**src/logic/cgra_pkg.sv**
```systemverilog
package cgra_pkg;

	// ~~~~~~~~~~~~~~~~~~~~~~~~~~~~~~
	// tile geometry
	// ~~~~~~~~~~~~~~~~~~~~~~~~~~~~~~
	localparam int NUM_SIDES  = 4; // north, east, south, west.
	localparam int NUM_TRACKS = 4;
	localparam int TRACK_W    = 4;
	localparam int CFG_W      = 32;

	typedef logic [TRACK_W-1:0] track_t;

	typedef struct packed {
		track_t [NUM_TRACKS-1:0] trk;
	} side_t;

	typedef struct packed {
		side_t north;
		side_t east;
		side_t south;
		side_t west;
	} tile_tracks_t;

	// ~~~~~~~~~~~~~~~~~~~~~~~~~~~~~~
	// configuration addressing
	// ~~~~~~~~~~~~~~~~~~~~~~~~~~~~~~
	typedef enum logic [1:0] {
		SB   = 2'd0,
		CB   = 2'd1,
		PE   = 2'd2,
		NONE = 2'd3 // no block here, any access is an error.
	} blk_e;

	typedef struct packed {
		logic [5:0] tile;
		blk_e       blk;
	} cfg_addr_t;

	typedef enum logic [2:0] {
		PASS_A = 3'd0,
		AND    = 3'd1,
		OR     = 3'd2,
		XOR    = 3'd3,
		ADD    = 3'd4,
		SUB    = 3'd5,
		CONST  = 3'd6,
		NOT_A  = 3'd7
	} pe_op_e;

	// ~~~~~~~~~~~~~~~~~~~~~~~~~~~~~~
	// configuration word views
	// ~~~~~~~~~~~~~~~~~~~~~~~~~~~~~~
	// select for output side s, track t sits at index s*NUM_TRACKS+t.
	typedef logic [NUM_SIDES*NUM_TRACKS-1:0][1:0] sb_cfg_t;

	typedef struct packed {
		logic [3:0]  sel_a; // side is sel div 4, track is sel mod 4.
		logic [3:0]  sel_b;
		logic [23:0] rsvd;
	} cb_cfg_t;

	typedef struct packed {
		pe_op_e      op;
		logic        out_reg;
		track_t      const_val;
		logic [23:0] rsvd;
	} pe_cfg_t;

	typedef union packed {
		sb_cfg_t          sb;
		cb_cfg_t          cb;
		pe_cfg_t          pe;
		logic [CFG_W-1:0] raw;
	} cfg_word_u;

endpackage

```
**src/logic/cgra_tile.sv**
```systemverilog
module cgra_tile #(
	parameter int unsigned TILE_ID = 5
) (
	input  logic                   clk,
	input  logic                   reset,
	input  logic                   cfg_we_i,
	input  logic                   cfg_re_i,
	input  cgra_pkg::cfg_addr_t    cfg_addr_i,
	input  cgra_pkg::cfg_word_u    cfg_wdata_i,
	output cgra_pkg::cfg_word_u    cfg_rdata_o,
	output logic                   cfg_err_o,
	input  cgra_pkg::tile_tracks_t in_tracks_i,
	output cgra_pkg::tile_tracks_t out_tracks_o
);

	import cgra_pkg::*;

	logic      sb_we;
	logic      cb_we;
	logic      pe_we;
	cfg_word_u sb_word;
	cfg_word_u cb_word;
	cfg_word_u pe_word;
	track_t    op_a;
	track_t    op_b;
	track_t    pe_out;

	// ~~~~~~~~~~~~~~~~~~~~~~~~~~~~~~
	// configuration path
	// ~~~~~~~~~~~~~~~~~~~~~~~~~~~~~~
	config_loader #(
		.TILE_ID(TILE_ID)
	) u_config_loader (
		.clk        (clk),
		.reset      (reset),
		.cfg_we_i   (cfg_we_i),
		.cfg_re_i   (cfg_re_i),
		.cfg_addr_i (cfg_addr_i),
		.sb_we_o    (sb_we),
		.cb_we_o    (cb_we),
		.pe_we_o    (pe_we),
		.sb_word_i  (sb_word),
		.cb_word_i  (cb_word),
		.pe_word_i  (pe_word),
		.cfg_rdata_o(cfg_rdata_o),
		.cfg_err_o  (cfg_err_o)
	);

	// ~~~~~~~~~~~~~~~~~~~~~~~~~~~~~~
	// data path
	// ~~~~~~~~~~~~~~~~~~~~~~~~~~~~~~
	// every block sees the same write word; only its enable decides.
	connection_box u_connection_box (
		.clk        (clk),
		.reset      (reset),
		.cfg_we_i   (cb_we),
		.cfg_wdata_i(cfg_wdata_i),
		.cfg_word_o (cb_word),
		.in_tracks_i(in_tracks_i),
		.op_a_o     (op_a),
		.op_b_o     (op_b)
	);

	pe_core u_pe_core (
		.clk        (clk),
		.reset      (reset),
		.cfg_we_i   (pe_we),
		.cfg_wdata_i(cfg_wdata_i),
		.cfg_word_o (pe_word),
		.op_a_i     (op_a),
		.op_b_i     (op_b),
		.pe_out_o   (pe_out)
	);

	switch_box u_switch_box (
		.clk         (clk),
		.reset       (reset),
		.cfg_we_i    (sb_we),
		.cfg_wdata_i (cfg_wdata_i),
		.cfg_word_o  (sb_word),
		.in_tracks_i (in_tracks_i),
		.pe_out_i    (pe_out),
		.out_tracks_o(out_tracks_o)
	);

endmodule

```
**src/logic/config_loader.sv**
```systemverilog
module config_loader #(
	parameter int unsigned TILE_ID = 0
) (
	input  logic                clk,
	input  logic                reset,
	input  logic                cfg_we_i,
	input  logic                cfg_re_i,
	input  cgra_pkg::cfg_addr_t cfg_addr_i,
	output logic                sb_we_o,
	output logic                cb_we_o,
	output logic                pe_we_o,
	input  cgra_pkg::cfg_word_u sb_word_i,
	input  cgra_pkg::cfg_word_u cb_word_i,
	input  cgra_pkg::cfg_word_u pe_word_i,
	output cgra_pkg::cfg_word_u cfg_rdata_o,
	output logic                cfg_err_o
);

	import cgra_pkg::*;

	logic      hit; // strobe is meant for this tile.
	logic      bad_access;
	cfg_word_u rdata_q;
	logic      err_q;

	assign hit        = (cfg_addr_i.tile == 6'(TILE_ID));
	assign bad_access = hit && (cfg_we_i || cfg_re_i) && (cfg_addr_i.blk == NONE);

	// ~~~~~~~~~~~~~~~~~~~~~~~~~~~~~~
	// write decode
	// ~~~~~~~~~~~~~~~~~~~~~~~~~~~~~~
	assign sb_we_o = cfg_we_i && hit && (cfg_addr_i.blk == SB);
	assign cb_we_o = cfg_we_i && hit && (cfg_addr_i.blk == CB);
	assign pe_we_o = cfg_we_i && hit && (cfg_addr_i.blk == PE);

	// ~~~~~~~~~~~~~~~~~~~~~~~~~~~~~~
	// readback and error
	// ~~~~~~~~~~~~~~~~~~~~~~~~~~~~~~
	// readback holds its value until the next read for this tile.
	always_ff @(posedge clk) begin
		if (reset) begin
			rdata_q <= '0;
		end else if (cfg_re_i && hit) begin
			case (cfg_addr_i.blk)
				SB:      rdata_q <= sb_word_i;
				CB:      rdata_q <= cb_word_i;
				PE:      rdata_q <= pe_word_i;
				default: rdata_q <= '0;
			endcase
		end
	end

	always_ff @(posedge clk) begin
		if (reset) begin
			err_q <= 1'b0;
		end else if (bad_access) begin
			err_q <= 1'b1; // sticky until reset.
		end
	end

	assign cfg_rdata_o = rdata_q;
	assign cfg_err_o   = err_q;

endmodule

```
**src/logic/connection_box.sv**
```systemverilog
module connection_box (
	input  logic                   clk,
	input  logic                   reset,
	input  logic                   cfg_we_i,
	input  cgra_pkg::cfg_word_u    cfg_wdata_i,
	output cgra_pkg::cfg_word_u    cfg_word_o,
	input  cgra_pkg::tile_tracks_t in_tracks_i,
	output cgra_pkg::track_t       op_a_o,
	output cgra_pkg::track_t       op_b_o
);

	import cgra_pkg::*;

	cfg_word_u                         cfg_q;
	side_t [NUM_SIDES-1:0]             in_side;
	track_t [NUM_SIDES*NUM_TRACKS-1:0] flat; // entry s*4+t is side s, track t.

	always_ff @(posedge clk) begin
		if (reset) begin
			cfg_q <= '0;
		end else if (cfg_we_i) begin
			cfg_q <= cfg_wdata_i;
		end
	end

	assign cfg_word_o = cfg_q;

	// ~~~~~~~~~~~~~~~~~~~~~~~~~~~~~~
	// operand selection
	// ~~~~~~~~~~~~~~~~~~~~~~~~~~~~~~
	assign in_side[0] = in_tracks_i.north;
	assign in_side[1] = in_tracks_i.east;
	assign in_side[2] = in_tracks_i.south;
	assign in_side[3] = in_tracks_i.west;

	// same bit layout, so the side array reads directly as sixteen tracks.
	assign flat = in_side;

	assign op_a_o = flat[cfg_q.cb.sel_a];
	assign op_b_o = flat[cfg_q.cb.sel_b];

	// ~~~~~~~~~~~~~~~~~~~~~~~~~~~~~~
	// checks
	// ~~~~~~~~~~~~~~~~~~~~~~~~~~~~~~
	// reserved bits are kept free for wider selects later.
	a_cb_rsvd_zero: assert property (
		@(posedge clk) disable iff (reset)
		cfg_we_i |=> (cfg_q.cb.rsvd == '0)
	);

endmodule

```
**src/logic/pe_core.sv**
```systemverilog
module pe_core (
	input  logic                clk,
	input  logic                reset,
	input  logic                cfg_we_i,
	input  cgra_pkg::cfg_word_u cfg_wdata_i,
	output cgra_pkg::cfg_word_u cfg_word_o,
	input  cgra_pkg::track_t    op_a_i,
	input  cgra_pkg::track_t    op_b_i,
	output cgra_pkg::track_t    pe_out_o
);

	import cgra_pkg::*;

	cfg_word_u cfg_q;
	track_t    result;
	track_t    result_q;

	// ~~~~~~~~~~~~~~~~~~~~~~~~~~~~~~
	// configuration
	// ~~~~~~~~~~~~~~~~~~~~~~~~~~~~~~
	always_ff @(posedge clk) begin
		if (reset) begin
			cfg_q <= '0;
		end else if (cfg_we_i) begin
			cfg_q <= cfg_wdata_i;
		end
	end

	assign cfg_word_o = cfg_q;

	// ~~~~~~~~~~~~~~~~~~~~~~~~~~~~~~
	// operation unit
	// ~~~~~~~~~~~~~~~~~~~~~~~~~~~~~~
	// all results are TRACK_W wide, so add and sub wrap on their own.
	always_comb begin
		case (cfg_q.pe.op)
			PASS_A: begin
				result = op_a_i;
			end
			AND: begin
				result = op_a_i & op_b_i;
			end
			OR: begin
				result = op_a_i | op_b_i;
			end
			XOR: begin
				result = op_a_i ^ op_b_i;
			end
			ADD: begin
				result = op_a_i + op_b_i;
			end
			SUB: begin
				result = op_a_i - op_b_i;
			end
			CONST: begin
				result = cfg_q.pe.const_val; // operands are ignored.
			end
			NOT_A: begin
				result = ~op_a_i;
			end
			default: begin
				result = '0;
			end
		endcase
	end

	// ~~~~~~~~~~~~~~~~~~~~~~~~~~~~~~
	// output stage
	// ~~~~~~~~~~~~~~~~~~~~~~~~~~~~~~
	// the register runs every cycle and out_reg only picks which copy leaves.
	always_ff @(posedge clk) begin
		if (reset) begin
			result_q <= '0;
		end else begin
			result_q <= result;
		end
	end

	assign pe_out_o = cfg_q.pe.out_reg ? result_q : result;

	a_pe_op_known: assert property (
		@(posedge clk) disable iff (reset)
		!$isunknown(cfg_q.pe.op)
	);

endmodule

```
**src/logic/switch_box.sv**
```systemverilog
module switch_box (
	input  logic                   clk,
	input  logic                   reset,
	input  logic                   cfg_we_i,
	input  cgra_pkg::cfg_word_u    cfg_wdata_i,
	output cgra_pkg::cfg_word_u    cfg_word_o,
	input  cgra_pkg::tile_tracks_t in_tracks_i,
	input  cgra_pkg::track_t       pe_out_i,
	output cgra_pkg::tile_tracks_t out_tracks_o
);

	import cgra_pkg::*;

	cfg_word_u             cfg_q;
	side_t [NUM_SIDES-1:0] in_side;  // index 0 is north.
	side_t [NUM_SIDES-1:0] out_side;

	// ~~~~~~~~~~~~~~~~~~~~~~~~~~~~~~
	// routing word
	// ~~~~~~~~~~~~~~~~~~~~~~~~~~~~~~
	always_ff @(posedge clk) begin
		if (reset) begin
			cfg_q <= '0;
		end else if (cfg_we_i) begin
			cfg_q <= cfg_wdata_i;
		end
	end

	assign cfg_word_o = cfg_q;

	// put the named sides into side order so the rule below can use plain indices.
	assign in_side[0] = in_tracks_i.north;
	assign in_side[1] = in_tracks_i.east;
	assign in_side[2] = in_tracks_i.south;
	assign in_side[3] = in_tracks_i.west;

	// ~~~~~~~~~~~~~~~~~~~~~~~~~~~~~~
	// output multiplexers
	// ~~~~~~~~~~~~~~~~~~~~~~~~~~~~~~
	// select k below 3 takes side (s+1+k) mod 4 on track (t+s+k) mod 4.
	// each step of k moves one side on and one track up, so the
	// three choices of an output never share a source wire.
	for (genvar s = 0; s < NUM_SIDES; s++) begin : g_side
		for (genvar t = 0; t < NUM_TRACKS; t++) begin : g_track
			localparam int IDX = s*NUM_TRACKS + t;

			track_t sel_out;

			always_comb begin
				case (cfg_q.sb[IDX])
					2'd0: sel_out = in_side[(s+1)%NUM_SIDES].trk[(t+s)%NUM_TRACKS];
					2'd1: sel_out = in_side[(s+2)%NUM_SIDES].trk[(t+s+1)%NUM_TRACKS];
					2'd2: sel_out = in_side[(s+3)%NUM_SIDES].trk[(t+s+2)%NUM_TRACKS];
					default: sel_out = pe_out_i; // select 3 is the pe result.
				endcase
			end

			assign out_side[s].trk[t] = sel_out;
		end
	end

	assign out_tracks_o.north = out_side[0];
	assign out_tracks_o.east  = out_side[1];
	assign out_tracks_o.south = out_side[2];
	assign out_tracks_o.west  = out_side[3];

	// ~~~~~~~~~~~~~~~~~~~~~~~~~~~~~~
	// checks
	// ~~~~~~~~~~~~~~~~~~~~~~~~~~~~~~
	// an unknown select would let X spread over the whole array.
	a_sb_cfg_known: assert property (
		@(posedge clk) disable iff (reset)
		!$isunknown(cfg_q)
	);

endmodule
```
**config.mk**
```make
export PLATFORM = sky130hd
export DESIGN_NAME = cgra_tile
export DESIGN_NICKNAME = d
export VERILOG_FILES = /design/src/logic/cgra_pkg.sv /design/src/logic/cgra_tile.sv /design/src/logic/config_loader.sv /design/src/logic/connection_box.sv /design/src/logic/pe_core.sv /design/src/logic/switch_box.sv
export SDC_FILE = /design/constraint.sdc
export NUM_CORES = 1
export LEC_CHECK = 0
export ABC_CLOCK_PERIOD_IN_PS = 11980
export BUFFER_PORTS_ARGS = -buffer_cell sky130_fd_sc_hd__buf_2
export CAP_MARGIN = 20
export CORE_ASPECT_RATIO = 1.5
export CORE_MARGIN = 1
export CORE_UTILIZATION = 61
export CTS_BUF_LIST = sky130_fd_sc_hd__clkbuf_2 sky130_fd_sc_hd__clkbuf_4 sky130_fd_sc_hd__clkbuf_8
export CTS_CLUSTER_SIZE = 30
export DETAILED_ROUTE_END_ITERATION = 8
export PLACE_DENSITY = 0.88
export RECOVER_POWER = 25
export SLEW_MARGIN = 20
export SYNTH_ARGS = -nofsm -noshare
export SYNTH_HDL_FRONTEND = slang
export SYNTH_HIERARCHICAL = 1
export SYNTH_SLANG_ARGS = --single-unit
```
**constraint.sdc**
```tcl
create_clock -name clk -period 11.98 [get_ports clk]
set_input_delay 2.396 -clock clk [delete_from_list [all_inputs] [get_ports clk]]
set_output_delay 2.396 -clock clk [all_outputs]
set_load 0.01 [all_outputs]
```
==> flow_metrics.tcl <==
set metrics [dict create \
    swShare_pct 29.9 \
    drt_wl_total_um 28400 \
    yosys-top-cells-area "dfxtp_1, mux4_1, mux2i_1" \
    ios 205 \
    r2r_end "u_pe_core/result_q[1]" \
    status "finished, violations left" \
    synth_flop_cell "dfxtp_1" \
    synthesis.area_mm2 0.00929 \
    areaGrowthSynthToFinish_pct 11.9 \
    synth-edff-count 0 \
    cts_resized 0 \
    drive_above_1_share_pct 28.1 \
    clock_path_buffers 2 \
    fin_nets 1075 \
    finalSetupTns_ns 0 \
    die_w_um 103 \
    synthCells 799 \
    avgSynthCellArea_um2 11.6 \
    r2r_slack_ns 7.86 \
    synth_top_area_cell "dfxtp_1" \
    synthTopCellsByCount "dfxtp_1, mux2i_1, nor2_1, mux4_1, nand2_1" \
    grt_max_degree 91 \
    ys_async_sr_fraction_pct 0 \
    cp_data_arrival_time_ns 6.22 \
    vias_per_cell 6.73 \
    switching_power_uw 289 \
    synth_cell_types 57 \
    slew_headroom_pct -176 \
    max_freq_mhz 116 \
    max-vdd-ir-drop_v 0.0000562 \
    hold_start "u_pe_core/cfg_word_o[2]" \
    grt-ovfl-total 0 \
    hold_class "reg2reg" \
    power_uw 967 \
    stdcell_count 1165 \
    worstSetupPathType "in2out" \
    die_h_um 153 \
    maxCapViolCount 3 \
    ant_nets 0 \
    cts_hold_buf 0 \
    seq_area_mm2 0.00266 \
    min_to "u_config_loader/cfg_rdata_o[2]" \
    report.final.slew_viol_count 169 \
    hold_viol 0 \
    grt_pass1_wl_um 42900 \
    syn_nets 920 \
    seqPwrFrac_pct 46.0 \
    yosysMostFrequentCell "dfxtp_1" \
    hpwl_um 20300 \
    grt_use_total_pct 37.1 \
    synth_seq_area_share_pct 28.7 \
    power.leakage_uw 0.00371 \
    cp_max_fo 16 \
    powerDensity_mw_per_mm2 93.0 \
    cts-buffers-inserted 17 \
    internal-power_uw 678 \
    antenna_found_initial 2 \
    first_global_vias 7502 \
    yosys.area.top_type_share_pct 28.7 \
    critical_path_required_ns 9.58 \
    multiInputGateArea_mm2 0.00597 \
    post-route-util_pct 70.6 \
    fillers 1088 \
    start_util_pct 63.0 \
    crit-reg2reg-launch "u_connection_box/cfg_word_o[24]" \
    htreeDepth 4 \
    start_kind "input port" \
    numClockSinks 133 \
    globalplace.congestion 0.975 \
    clkSlewWorstSetupHoldPaths_ns 0.08 \
    drtIter0Drc 670 \
    dp_cells 1131 \
    worst_pin_slew_ns 4.15 \
    reg2reg_depth 11 \
    period_share_pct 72.0 \
    skew_ns 0.0148 \
    finalSetupViolCount 0 \
    holdPathStages 2 \
    post_drt_wl_per_cell_um 24.4 \
    dr.pass1.iters 5 \
    synth_seq_cells 133 \
    rows 54 \
    cts_root_buf "clkbuf_8" \
    drc 0 \
    cts_tree "yes" \
    power.share.clock_pct 40.3 \
    rsz0062_at_grt "false" \
    p_comb_share_pct 13.7 \
    post_cts_buffers 0 \
    fin_crit_ns 8.62 \
    endpoint_kind "output port" \
    port_buffers 204 \
    violations "max-capacitance violations, max-slew violations" \
    vias 7845 \
    yosysWarnings 6 \
    clk_latency_ns 0.47 \
    coreArea_mm2 0.0147 \
    dieArea_mm2 0.0157 \
]
[cells in the final DEF (no fill, tap or decap), drive strengths merged, types with 2 or more instances in the layout]
master	synthesis	final
or2	32	32
a311oi	31	31
clkbuf	18	54
nand3	17	17
mux4	97	97
buf	60	177
a21oi	41	41
mux2i	129	129
a22oi	8	8
o22ai	2	2
nor3	5	5
a211oi	2	2
a31oi	2	2
ha	12	12
nor2b	12	12
or3	2	2
diode	0	2
xor2	2	2
mux2	2	2
nor3b	2	2
dfxtp	133	133
and3b	2	2
nand2	46	46
o21ai	4	4
inv	15	28
nor2	105	105
[power groups by stage]
stage	registers, uW	clock network [uW]	logic, uW
detailed placement	455	0	129
global route	445	414	139
floorplan	455	0	73.4
finish	445	390	132
global placement	455	0	128
CTS	445	393	130
[layer usage]
metal	track usage, %	share of wire [%]	up-vias
met2	58.7	47	608
li1	-	-	3399
met1	44.3	35	3699
met3	8.18	9.7	139
met5	0	0	-
met4	25.2	8.4	0
[critical path, stage by stage]
cell and delay [ns]:
buf_2 0.12, mux4_1 0.56, a22oi_1 0.18, nand3_1 0.20, inv_1 0.14, ha_1 0.24
a21o_1 0.18, fa_1 0.50, o22ai_1 0.09, a211o_1 0.32, o2bb2ai_1 0.13, mux2_2 0.40
mux4_1 0.59, buf_2 0.18
[registers in the layout (all words and copies together), names as in the netlist]
signal and cells:
u_pe_core/cfg_word_o 32, u_config_loader/cfg_err_o 1, u_connection_box/cfg_word_o 32, u_switch_box/cfg_word_o 32, u_pe_core/result_q 4, u_config_loader/cfg_rdata_o 32
[kinds of logic (layout without fill, tap and decap cells)]
| group | Yosys count | count (layout) | synth area share, % |
|---|---|---|---|
| AOI/OAI and AO/OA | 100 | 100 | 9.81 |
| xor gates and xnor gates | 3 | 3 | 0.283 |
| adders and majority gates | 13 | 13 | 1.83 |
| buffers and inverters | 93 | 261 | 7.21 |
| DFF | 133 | 133 | 28.7 |
| muxes | 228 | 228 | 40.8 |
| other | 0 | 2 | 0 |
| and+or+nand+nor | 229 | 229 | 11.4 |
[stage by stage]
stage / setup slack, ns / area [um2] / hold slack [ns]
floorplan: 3.99 / 9290 / 0.455
global placement: 3.30 / 10100 / 0.450
detailed placement: 3.18 / 10100 / 0.472
CTS: 3.18 / 10500 / 0.494
global route: 3.22 / 10400 / 0.523
finish: 3.36 / 10400 / 0.483
[cell type report]
| class | count | share of cell area [%] |
|---|---|---|
| sequential | 133 | 25.6 |
| clock buffer | 17 | 2.25 |
| clock inverter | 15 | 1.66 |
| inverter | 15 | 0.542 |
| tap | 196 | 2.36 |
| timing repair buffer | 214 | 10.1 |
| multi-input combinational | 573 | 57.5 |
| antenna | 2 | 0.0482 |
[worst max path at each step]
| stage | startpoint | end | slack, ns |
|---|---|---|---|
| final | in_tracks_i[36] | out_tracks_o[57] | 3.36 |
| after CTS | in_tracks_i[44] | out_tracks_o[11] | 3.18 |
| after detailed placement | in_tracks_i[44] | out_tracks_o[11] | 3.18 |
| after global placement | in_tracks_i[56] | out_tracks_o[15] | 3.30 |
| after floorplan | in_tracks_i[52] | out_tracks_o[17] | 3.99 |
| after global routing | in_tracks_i[56] | out_tracks_o[57] | 3.22 |
Note: power is estimated with default switching activity, not from simulation.
